--- src/hdl/st_glue_params.svh ---
// shared widths and constants for the ST glue logic
// used by the RTL and the testbench alike
`ifndef ST_GLUE_PARAMS_SVH
`define ST_GLUE_PARAMS_SVH

// chipset word address, bits 23:1
`define SG_WORD_ADDR_W 23

// SD sector number
`define SG_LBA_W 32

// raw chipset audio and extended output samples
`define SG_AUDIO_IN_W 15
`define SG_AUDIO_W 16

// keyboard matrix columns driven by the chipset
`define SG_KBD_COLS 15

// boot wait for the SD image, 2 s at 32 MHz
`define SG_SD_WAIT_CYCLES 64_000_000

`endif

--- src/hdl/st_glue_pkg.sv ---
// types shared by the ST glue blocks
// DB9 pin views, input words and config enums
`default_nettype none

package st_glue_pkg;

  // atari pin order, msb is io[5]
  typedef struct packed {
    logic fire2;
    logic left;
    logic right;
    logic up;
    logic down;
    logic fire;
  } db9_atari_t;

  // amiga swaps up and right against atari
  typedef struct packed {
    logic fire2;
    logic left;
    logic up;
    logic right;
    logic down;
    logic fire;
  } db9_amiga_t;

  // one inverted io word, decoded in both pin orders
  typedef union packed {
    db9_atari_t atari;
    db9_amiga_t amiga;
  } db9_port_t;

  typedef logic [5:0] joy6_t;  // {fire2, fire, up, down, left, right}
  typedef logic [7:0] kbd_row_t;  // active low keys

  typedef enum logic [1:0] {
    pm_usb       = 2'd0,
    pm_db9_atari = 2'd1,
    pm_db9_amiga = 2'd2,
    pm_none      = 2'd3
  } port_mouse_t;

  typedef enum logic [1:0] {
    vol_mute    = 2'd0,
    vol_quarter = 2'd1,
    vol_half    = 2'd2,
    vol_full    = 2'd3
  } volume_t;

endpackage

`default_nettype wire

--- src/hdl/sd_req_if.sv ---
// one requester's SD sector request bundle
// nonzero rd or wr is a request strobe, no handshake
`timescale 1ns/10ps
`default_nettype none
`include "st_glue_params.svh"

interface sd_req_if;

  logic [1:0]           rd;  // per drive read request
  logic [1:0]           wr;  // per drive write request
  logic [`SG_LBA_W-1:0] lba;  // sector number
  logic [7:0]           wr_byte;  // sector data towards the card

  // requester drives everything
  modport req (output rd, output wr, output lba, output wr_byte);

  // arbiter only looks
  modport arb (input rd, input wr, input lba, input wr_byte);

endinterface

`default_nettype wire

--- src/hdl/boot_gate.sv ---
// boot gate: holds the chipset in reset until memories and the SD image are ready
// sd_ready comes from image presence or a wait timer, whichever is first
`timescale 1ns/10ps
`default_nettype none
`include "st_glue_params.svh"

module boot_gate #(
  parameter int unsigned WAIT_CYCLES = `SG_SD_WAIT_CYCLES
) (
  input  wire logic        clk32,
  input  wire logic        rst,
  input  wire logic [31:0] img_size,  // nonzero once an image is mounted
  input  wire logic        ram_ready,
  input  wire logic        flash_ready,
  input  wire logic        reset_button,  // user button, active high
  input  wire logic        coldboot_reset,  // system reset flag
  output logic             chip_reset_n
);

  logic [31:0] sd_wait;  // cycles spent waiting
  logic        sd_ready;

  always_ff @(posedge clk32) begin
    if (rst) begin
      sd_wait  <= 32'd0;
      sd_ready <= 1'b0;
    end else if (!sd_ready) begin
      if (img_size != 32'd0)
        sd_ready <= 1'b1;  // mcu mounted an image
      if (sd_wait < 32'(WAIT_CYCLES))
        sd_wait <= sd_wait + 32'd1;
      else
        sd_ready <= 1'b1;  // gave up waiting, boot anyway
    end
  end

  // any missing condition keeps the chipset in reset
  assign chip_reset_n = sd_ready & ram_ready & flash_ready & ~reset_button & ~coldboot_reset;

  // ready is sticky until the next reset
  a_sd_ready_sticky: assert property (@(posedge clk32) sd_ready && !rst |=> sd_ready);

endmodule

`default_nettype wire

--- src/hdl/ram_scrambler.sv ---
// cold-boot RAM scrambler: steps a 2-bit key on each coldboot rising edge
// key is xor'ed into word address bits 4:3, also forms the RAM chip select
`timescale 1ns/10ps
`default_nettype none
`include "st_glue_params.svh"

module ram_scrambler (
  input  wire logic                        clk32,
  input  wire logic                        rst,
  input  wire logic                        coldboot,  // coldboot flag
  input  wire logic [`SG_WORD_ADDR_W:1]    ram_addr,  // chipset word address
  input  wire logic                        ras_n,
  output logic      [`SG_WORD_ADDR_W-1:1]  ram_addr_s,  // scrambled, 8MB window
  output logic                             ram_cs
);

  logic       cb_d;  // coldboot delayed for edge detect
  logic [1:0] ram_scramble;

  always_ff @(posedge clk32) begin
    if (rst) begin
      cb_d         <= 1'b0;
      ram_scramble <= 2'd0;
    end else begin
      cb_d <= coldboot;
      if (coldboot && !cb_d)
        ram_scramble <= ram_scramble + 2'd1;  // wraps after four boots
    end
  end

  // old contents land on different words after a cold boot
  assign ram_addr_s = {ram_addr[`SG_WORD_ADDR_W-1:5], ram_addr[4:3] ^ ram_scramble,
                       ram_addr[2:1]};

  // top address bit is outside the ram
  assign ram_cs = ~ras_n & ~ram_addr[`SG_WORD_ADDR_W];

endmodule

`default_nettype wire

--- src/hdl/input_mux.sv ---
// input mixing: DB9 decode, mouse/joystick port selection, keyboard matrix scan
// purely combinational
`timescale 1ns/10ps
`default_nettype none
`include "st_glue_params.svh"

module input_mux (
  input  wire st_glue_pkg::port_mouse_t                  port_mouse,
  input  wire logic [5:0]                                io,  // DB9 pins, active low
  input  wire st_glue_pkg::joy6_t                        hid_mouse,
  input  wire logic [7:0]                                hid_joy,
  input  wire st_glue_pkg::kbd_row_t [`SG_KBD_COLS-1:0]  kbd_matrix,
  input  wire logic [`SG_KBD_COLS-1:0]                   kbd_col_sel,  // active low
  output st_glue_pkg::joy6_t                             joy0,
  output logic      [4:0]                                joy1,
  output st_glue_pkg::kbd_row_t                          kbd_row_out
);

  import st_glue_pkg::*;

  db9_port_t db9;
  joy6_t     db9_atari;
  joy6_t     db9_amiga;

  assign db9 = ~io;  // pins pull low when active

  // same word, two pin orders, both into chipset order
  assign db9_atari = {db9.atari.fire2, db9.atari.fire, db9.atari.up, db9.atari.down,
                      db9.atari.left, db9.atari.right};
  assign db9_amiga = {db9.amiga.fire2, db9.amiga.fire, db9.amiga.up, db9.amiga.down,
                      db9.amiga.left, db9.amiga.right};

  // a db9 mouse replaces usb, mice hold lines active so no wiring together
  always_comb begin
    case (port_mouse)
      pm_usb:       joy0 = hid_mouse;
      pm_db9_atari: joy0 = db9_atari;
      pm_db9_amiga: joy0 = db9_amiga;
      default:      joy0 = '0;
    endcase
  end

  // db9 doubles as joystick only while the mouse is on usb
  assign joy1 = (port_mouse == pm_usb) ? (hid_joy[4:0] | db9_atari[4:0]) : hid_joy[4:0];

  // selected columns pull their pressed keys low
  always_comb begin
    kbd_row_out = 8'hff;  // nothing selected, nothing pressed
    for (int c = 0; c < `SG_KBD_COLS; c++) begin
      if (!kbd_col_sel[c])
        kbd_row_out = kbd_row_out & kbd_matrix[c];
    end
  end

endmodule

`default_nettype wire

--- src/hdl/audio_volume.sv ---
// audio volume: sign-extends both 15-bit channels and scales them
// mute, quarter, half or full, one register stage
`timescale 1ns/10ps
`default_nettype none
`include "st_glue_params.svh"

module audio_volume (
  input  wire logic                    clk32,
  input  wire logic                    rst,
  input  wire logic [`SG_AUDIO_IN_W-1:0] audio_l,
  input  wire logic [`SG_AUDIO_IN_W-1:0] audio_r,
  input  wire st_glue_pkg::volume_t      volume,
  output logic      [`SG_AUDIO_W-1:0]    audio_out_l,
  output logic      [`SG_AUDIO_W-1:0]    audio_out_r
);

  import st_glue_pkg::*;

  // signed division by shifting, sign bit copied in from the top
  function automatic logic [`SG_AUDIO_W-1:0] scale(input logic [`SG_AUDIO_IN_W-1:0] smp,
                                                   input volume_t vol);
    logic [`SG_AUDIO_W-1:0] s16;
    s16 = {smp[`SG_AUDIO_IN_W-1], smp};  // one extra sign bit
    case (vol)
      vol_mute:    scale = '0;
      vol_quarter: scale = {{2{s16[`SG_AUDIO_W-1]}}, s16[`SG_AUDIO_W-1:2]};
      vol_half:    scale = {s16[`SG_AUDIO_W-1], s16[`SG_AUDIO_W-1:1]};
      default:     scale = s16;
    endcase
  endfunction

  always_ff @(posedge clk32) begin
    if (rst) begin
      audio_out_l <= '0;
      audio_out_r <= '0;
    end else begin
      audio_out_l <= scale(audio_l, volume);
      audio_out_r <= scale(audio_r, volume);
    end
  end

endmodule

`default_nettype wire

--- src/hdl/sd_arbiter.sv ---
// SD request arbiter: remembers whether ACSI or the floppy asked last
// routes sector number and write byte of that side to the card
`timescale 1ns/10ps
`default_nettype none
`include "st_glue_params.svh"

module sd_arbiter (
  input  wire logic          clk32,
  input  wire logic          rst,
  sd_req_if.arb              acsi,  // hard disk side
  sd_req_if.arb              fdc,  // floppy side
  output logic [3:0]         sd_rstart,  // {acsi, fdc}
  output logic [3:0]         sd_wstart,
  output logic [`SG_LBA_W-1:0] sd_lba,
  output logic [7:0]         sd_wr_byte
);

  logic acsi_req;
  logic fdc_req;
  logic is_acsi_d;  // last request came from acsi
  logic is_acsi;

  assign acsi_req = (acsi.rd != 2'b00) || (acsi.wr != 2'b00);
  assign fdc_req  = (fdc.rd != 2'b00) || (fdc.wr != 2'b00);

  always_ff @(posedge clk32) begin
    if (rst) begin
      is_acsi_d <= 1'b0;  // floppy owns the card by default
    end else begin
      if (acsi_req)
        is_acsi_d <= 1'b1;
      if (fdc_req)
        is_acsi_d <= 1'b0;
    end
  end

  // new acsi request wins in its own cycle, before the latch catches up
  assign is_acsi = acsi_req | is_acsi_d;

  assign sd_rstart = {acsi.rd, fdc.rd};
  assign sd_wstart = {acsi.wr, fdc.wr};

  assign sd_lba     = is_acsi ? acsi.lba : fdc.lba;
  assign sd_wr_byte = is_acsi ? acsi.wr_byte : fdc.wr_byte;  // card pulls bytes later

  // both controllers share the one card, chipset never overlaps them
  a_no_dual_req: assert property (@(posedge clk32) disable iff (rst) !(acsi_req && fdc_req));

endmodule

`default_nettype wire

--- src/hdl/st_glue_top.sv ---
// ST glue top: boot gating, RAM scrambling, input mixing, audio volume
// and SD request arbitration side by side around the chipset
`timescale 1ns/10ps
`default_nettype none
`include "st_glue_params.svh"

module st_glue_top #(
  parameter int unsigned WAIT_CYCLES = `SG_SD_WAIT_CYCLES
) (
  input  wire logic                                      clk32,
  input  wire logic                                      rst,
  // boot gating
  input  wire logic [31:0]                               img_size,
  input  wire logic                                      ram_ready,
  input  wire logic                                      flash_ready,
  input  wire logic                                      reset_button,
  input  wire logic [1:0]                                coldboot,  // {coldboot, reset}
  output logic                                           chip_reset_n,
  // ram
  input  wire logic [`SG_WORD_ADDR_W:1]                  ram_addr,
  input  wire logic                                      ras_n,
  output logic      [`SG_WORD_ADDR_W-1:1]                ram_addr_s,
  output logic                                           ram_cs,
  // inputs
  input  wire logic [5:0]                                io,
  input  wire st_glue_pkg::port_mouse_t                  port_mouse,
  input  wire st_glue_pkg::joy6_t                        hid_mouse,
  input  wire logic [7:0]                                hid_joy,
  output st_glue_pkg::joy6_t                             joy0,
  output logic      [4:0]                                joy1,
  input  wire st_glue_pkg::kbd_row_t [`SG_KBD_COLS-1:0]  kbd_matrix,
  input  wire logic [`SG_KBD_COLS-1:0]                   kbd_col_sel,
  output st_glue_pkg::kbd_row_t                          kbd_row_out,
  // audio
  input  wire logic [`SG_AUDIO_IN_W-1:0]                 audio_l,
  input  wire logic [`SG_AUDIO_IN_W-1:0]                 audio_r,
  input  wire st_glue_pkg::volume_t                      volume,
  output logic      [`SG_AUDIO_W-1:0]                    audio_out_l,
  output logic      [`SG_AUDIO_W-1:0]                    audio_out_r,
  // sd requests
  input  wire logic [1:0]                                acsi_rd,
  input  wire logic [1:0]                                acsi_wr,
  input  wire logic [`SG_LBA_W-1:0]                      acsi_lba,
  input  wire logic [7:0]                                acsi_wr_byte,
  input  wire logic [1:0]                                fdc_rd,
  input  wire logic [1:0]                                fdc_wr,
  input  wire logic [`SG_LBA_W-1:0]                      fdc_lba,
  input  wire logic [7:0]                                fdc_wr_byte,
  output logic      [3:0]                                sd_rstart,
  output logic      [3:0]                                sd_wstart,
  output logic      [`SG_LBA_W-1:0]                      sd_lba,
  output logic      [7:0]                                sd_wr_byte
);

  sd_req_if acsi_bus ();
  sd_req_if fdc_bus ();

  // requester sides filled straight from the pins
  assign acsi_bus.rd      = acsi_rd;
  assign acsi_bus.wr      = acsi_wr;
  assign acsi_bus.lba     = acsi_lba;
  assign acsi_bus.wr_byte = acsi_wr_byte;
  assign fdc_bus.rd       = fdc_rd;
  assign fdc_bus.wr       = fdc_wr;
  assign fdc_bus.lba      = fdc_lba;
  assign fdc_bus.wr_byte  = fdc_wr_byte;

  boot_gate #(.WAIT_CYCLES(WAIT_CYCLES)) i_boot_gate (
    .clk32          (clk32),
    .rst            (rst),
    .img_size       (img_size),
    .ram_ready      (ram_ready),
    .flash_ready    (flash_ready),
    .reset_button   (reset_button),
    .coldboot_reset (coldboot[0]),  // plain reset flag
    .chip_reset_n   (chip_reset_n)
  );

  ram_scrambler i_ram_scrambler (
    .clk32      (clk32),
    .rst        (rst),
    .coldboot   (coldboot[1]),  // coldboot request flag
    .ram_addr   (ram_addr),
    .ras_n      (ras_n),
    .ram_addr_s (ram_addr_s),
    .ram_cs     (ram_cs)
  );

  input_mux i_input_mux (
    .port_mouse  (port_mouse),
    .io          (io),
    .hid_mouse   (hid_mouse),
    .hid_joy     (hid_joy),
    .kbd_matrix  (kbd_matrix),
    .kbd_col_sel (kbd_col_sel),
    .joy0        (joy0),
    .joy1        (joy1),
    .kbd_row_out (kbd_row_out)
  );

  audio_volume i_audio_volume (
    .clk32       (clk32),
    .rst         (rst),
    .audio_l     (audio_l),
    .audio_r     (audio_r),
    .volume      (volume),
    .audio_out_l (audio_out_l),
    .audio_out_r (audio_out_r)
  );

  sd_arbiter i_sd_arbiter (
    .clk32      (clk32),
    .rst        (rst),
    .acsi       (acsi_bus.arb),
    .fdc        (fdc_bus.arb),
    .sd_rstart  (sd_rstart),
    .sd_wstart  (sd_wstart),
    .sd_lba     (sd_lba),
    .sd_wr_byte (sd_wr_byte)
  );

endmodule

`default_nettype wire

--- config.mk ---
export PLATFORM = sky130hd
export DESIGN_NAME = st_glue_top
export DESIGN_NICKNAME = d
export VERILOG_FILES = /design/src/hdl/st_glue_pkg.sv /design/src/hdl/sd_req_if.sv /design/src/hdl/boot_gate.sv /design/src/hdl/ram_scrambler.sv /design/src/hdl/input_mux.sv /design/src/hdl/audio_volume.sv /design/src/hdl/sd_arbiter.sv /design/src/hdl/st_glue_top.sv
export VERILOG_INCLUDE_DIRS = /design/src /design/src/hdl
export SDC_FILE = /design/constraint.sdc
export NUM_CORES = 1
export LEC_CHECK = 0
export ABC_AREA = 1
export BUFFER_PORTS_ARGS = -buffer_cell sky130_fd_sc_hd__buf_2
export CAP_MARGIN = 5
export CELL_PAD_IN_SITES_DETAIL_PLACEMENT = 1
export CELL_PAD_IN_SITES_GLOBAL_PLACEMENT = 1
export CORE_AREA = 2 2 178 180
export CTS_BUF_LIST = sky130_fd_sc_hd__clkbuf_16
export DETAILED_ROUTE_END_ITERATION = 7
export DIE_AREA = 0 0 180 182
export PLACE_DENSITY = 0.58
export REMOVE_ABC_BUFFERS = 1
export SETUP_SLACK_MARGIN = 0.05
export SLEW_MARGIN = 0
export SYNTH_ARGS = -nofsm -noshare
export SYNTH_HDL_FRONTEND = slang
export SYNTH_SLANG_ARGS = --single-unit
export TNS_END_PERCENT = 10
--- constraint.sdc ---
create_clock -name clk32 -period 2.5 [get_ports clk32]
set_input_delay 0 -clock clk32 [delete_from_list [all_inputs] [get_ports clk32]]
set_output_delay 0 -clock clk32 [all_outputs]
set_load 0.05 [all_outputs]
==> summary.txt <==
Critical path
  – CP dominant cell by count: nand2_1
  – Worst reg2reg path startpoint: i_boot_gate.sd_wait[0]
  – Worst stage delay on the critical path: 430 ps
  – Crit end category: output pin
  – Critical Path Source: i_sd_arbiter.is_acsi_d
  – Crit Path Category: register to output pin
  – CP startpoint kind: register
  – CP Data Arrival Time: approximately 1900 ps
  – Crit Path Max Fanout: 19
  – Slowest CP cell: inv_1
  – Worst-path cell chain: nor2_2 -> inv_1 -> buf_4 -> nand2_1 -> nand2_1 -> buf_2
  – WP data required: between 2000 and 3000 ps

STA
  – Worst hold slack: slightly above 0.07 ps
  – Post-layout min period: ~1900 ps
  – Hold Vio Cnt, Final: 0
  – RSZ-0062 raised after global routing: no
  – Fin. max-slew vios: 0
  – Rel. slew slack: around two fifths
  – Min setup slack post-route: roughly 600 ps
  – Top achievable clock speed: between 500 and 600 MHz
  – Worst-Margin Slew: roughly 900 ps
  – Final Setup Violations: 0
  – Skew final: 7.17 ps
  – Final Cycle Share: between 70% and 80%
  – Setup total negative slack: 0 ps

Clock network
  – CTS tree: built
  – Deepest clock path buffer count: 2
  – CTS Sinks: 67
  – Clock root buffer: clkbuf_16
  – CTS clock-pin slew for the worst setup and hold paths: about 60 ps
  – Clock latency on the worst-skew pair: 340 ps
  – CTS H-tree depth: 3
  – Post-CTS Setup Inserts: 0
  – TritonCTS Buffers: 9

Finish
  – Final Util: 24.6%
  – Syn-to-layout area delta: 52.1%
  – Layout cells sized above 1: 37.3%
  – FILL cells: between 4000 and 5000
  – Final nets: about 1600

Synthesis
  – Mapped Cells: 840
  – Register area share after synthesis: 26.7%
  – Post-Syn Area: approximately 0.005 sq mm
  – Most instantiated library cell after synthesis: nand2_1
  – Yosys top cell area share: roughly a quarter
  – Post-synthesis mux area share: 0%
  – Synth cell count leaders: 282 x nand2_1, 111 x nor2_1, 81 x inv_1
  – Syn Area/Cell: about 6.0 sq um
  – Post-synth top area cell: dfxtp_1
  – Compound-gate portion of the synthesized area: 17.5%
  – Dominant synthesized flop cell: dfxtp_1
  – Distinct cell type count after synthesis: 34
  – Top cells by area, synth: dfxtp_1 27%, nand2_1 21%, o22ai_1 9.6%
  – FF+latch count, synth: 67
  – Ys Warns: 0
  – Post-synthesis async set-or-reset flop share: 0%
  – Synth Area in XOR/XNOR: roughly 2.4%
  – Combinational family with the most area after synthesis: simple AND/OR/NAND/NOR gates
  – Simple-gate share of the synthesized area: 38.6%
  – Number of synthesized flops with an enable pin: 0
  – Synth Area in Adders: less than 1%

Power
  – Power, Total: 3.57 mW
  – P_leak: around 4 nW
  – Clock network power share: a little over a third
  – Cell internal pwr: 2.24 mW
  – Seq pwr share: roughly a third
  – Combinational share of power: around 33%
  – Switching Fraction: 37.1%
  – Switching pwr: 1.32 mW
  – Pwr/cell area: around 470 mW/mm^2
  – Worst VDD drop: roughly 0.00029 V

Global routing
  – Number of global-route vias before repair: around 7400
  – First-pass GRT wire length: slightly below 50000 um
  – GRT Overall Usage: roughly a fifth
  – Antenna violations before repair: 14
  – Pin count of the biggest net entering global routing: 42
  – Global route overflow: 0

Run status
  – Outcome: complete, no violations

Floorplanning
  – Initial core utilization: approximately 16%
  – Die Y: 182 um
  – Core ar.: between 0.03 and 0.04 sq mm
  – Die ar.: roughly 0.033 sq mm
  – Chip Width: about 180 um
  – IO Count: between 400 and 500
  – # rows: 65

Drt
  – Drc violations: 0
  – DRT Wirelength: about 34000 um
  – Routed Antenna Nets: 0
  – Initial DRC Count: 246
  – Pre-antenna DRT Iters: 4
  – DR WL/cell: 21.0 um
  – Vias per Instance: between 4 and 5
  – Vias: just over 7000

Run
  – MaxCap Viol Count: 0

Place
  – Post-Place Worst Slack: 676 ps
  – Port buffer count: approximately 420
  – GP Congestion: ~0.89
  – Detailed placer's ending HPWL: between 20000 and 30000 um

Hold path
  – Hold_sp: ram_addr[6]
  – Hold Crit Class: primary input to output pin
critical path: cells and delay by family (launching register included):
family        cells  cell delay [ps]
simple gates      3              170
buf+inv           3             1040
flops             1              330
final cells by class:
cell class                      count  area [sq um]  area share (%)
Clock inverter                      7          70.1           0.918
Multi-Input combinational cell    619          2950            38.6
Inverter                           82           308            4.03
Antenna cell                        3          7.51          0.0983
Clock buffer                        9           225            2.95
Tap cell                          402           503            6.59
Sequential cell                    67          1340            17.6
Timing Repair Buffer              434          2230            29.2
cells by family after synthesis:
logic type,after synthesis
and+or+nand+nor,461
DFF,67
AOI/OAI and AO/OA,143
adders and majority gates,1
buffers and inverters,154
xor gates and xnor gates,14
stage by stage:
stage                     instances  instance area (sq um)
final                          1623                   7630
after global placement         1596                   7250
after floorplan                 768                   4600
after detailed placement       1596                   7250
after global routing           1622                   7630
after CTS                      1620                   7630
path summary, 6_finish.rpt:
kind / end / slack (ps) / depth (start not counted)
max: sd_lba[4] / 600 / 6
min reg2reg: i_boot_gate.sd_wait[27] / 420 / 2
max reg2reg: i_boot_gate.sd_wait[16] / 650 / 8
min: ram_addr_s[6] / 0.07 / 0
sequential cells by signal, summed over array words and instances (netlist names):
| signal | count |
|---|---|
| i_boot_gate.sd_ready | 1 |
| i_audio_volume.audio_out_r | 15 |
| i_ram_scrambler.ram_scramble | 2 |
| i_audio_volume.audio_out_l | 15 |
| i_sd_arbiter.is_acsi_d | 1 |
| i_ram_scrambler.cb_d | 1 |
| i_boot_gate.sd_wait | 32 |
layout by cell type, fill, tap and decap left out, drive strengths merged, types with 5 or more instances in the layout:
master | synthesis | layout
nand3b | 11 | 11
dlygate4sd3 | 0 | 8
clkbuf | 32 | 9
dfxtp | 67 | 67
o22ai | 77 | 77
xor2 | 12 | 12
nand4 | 11 | 11
nand3 | 11 | 11
inv | 82 | 83
o21bai | 5 | 5
o21ai | 22 | 22
o221ai | 11 | 11
nand2 | 286 | 286
and2 | 8 | 8
buf | 40 | 426
a21oi | 27 | 27
nor2 | 113 | 113
nor4 | 19 | 19
per-layer routing:
layer	vias to the layer above	part of all wire, %	global-route usage (%)
li1	3459	-	-
met1	3235	36	20.9
met2	290	49	35.9
met3	72	10	8.58
met4	6	4.8	8.68
met5	-	0.11	0
power by group through the flow:
stage | Clock, mW | Combinational [mW] | Sequential, mW
2_1_floorplan | 0 | 0.474 | 1.26
6_report | 1.27 | 1.17 | 1.13
3_5_place_dp | 0 | 1.18 | 1.15
3_3_place_gp | 0 | 1.17 | 1.15
5_1_grt | 1.37 | 1.26 | 1.13
4_1_cts | 1.32 | 1.19 | 1.13
what timing repair did:
item | 4_1_cts | 5_1_grt
gates resized for setup | 0 | 0
hold endpoints to repair | 9 | 0
hold buffers | 8 | 0
No activity file was read; power rests on OpenSTA's default activity.
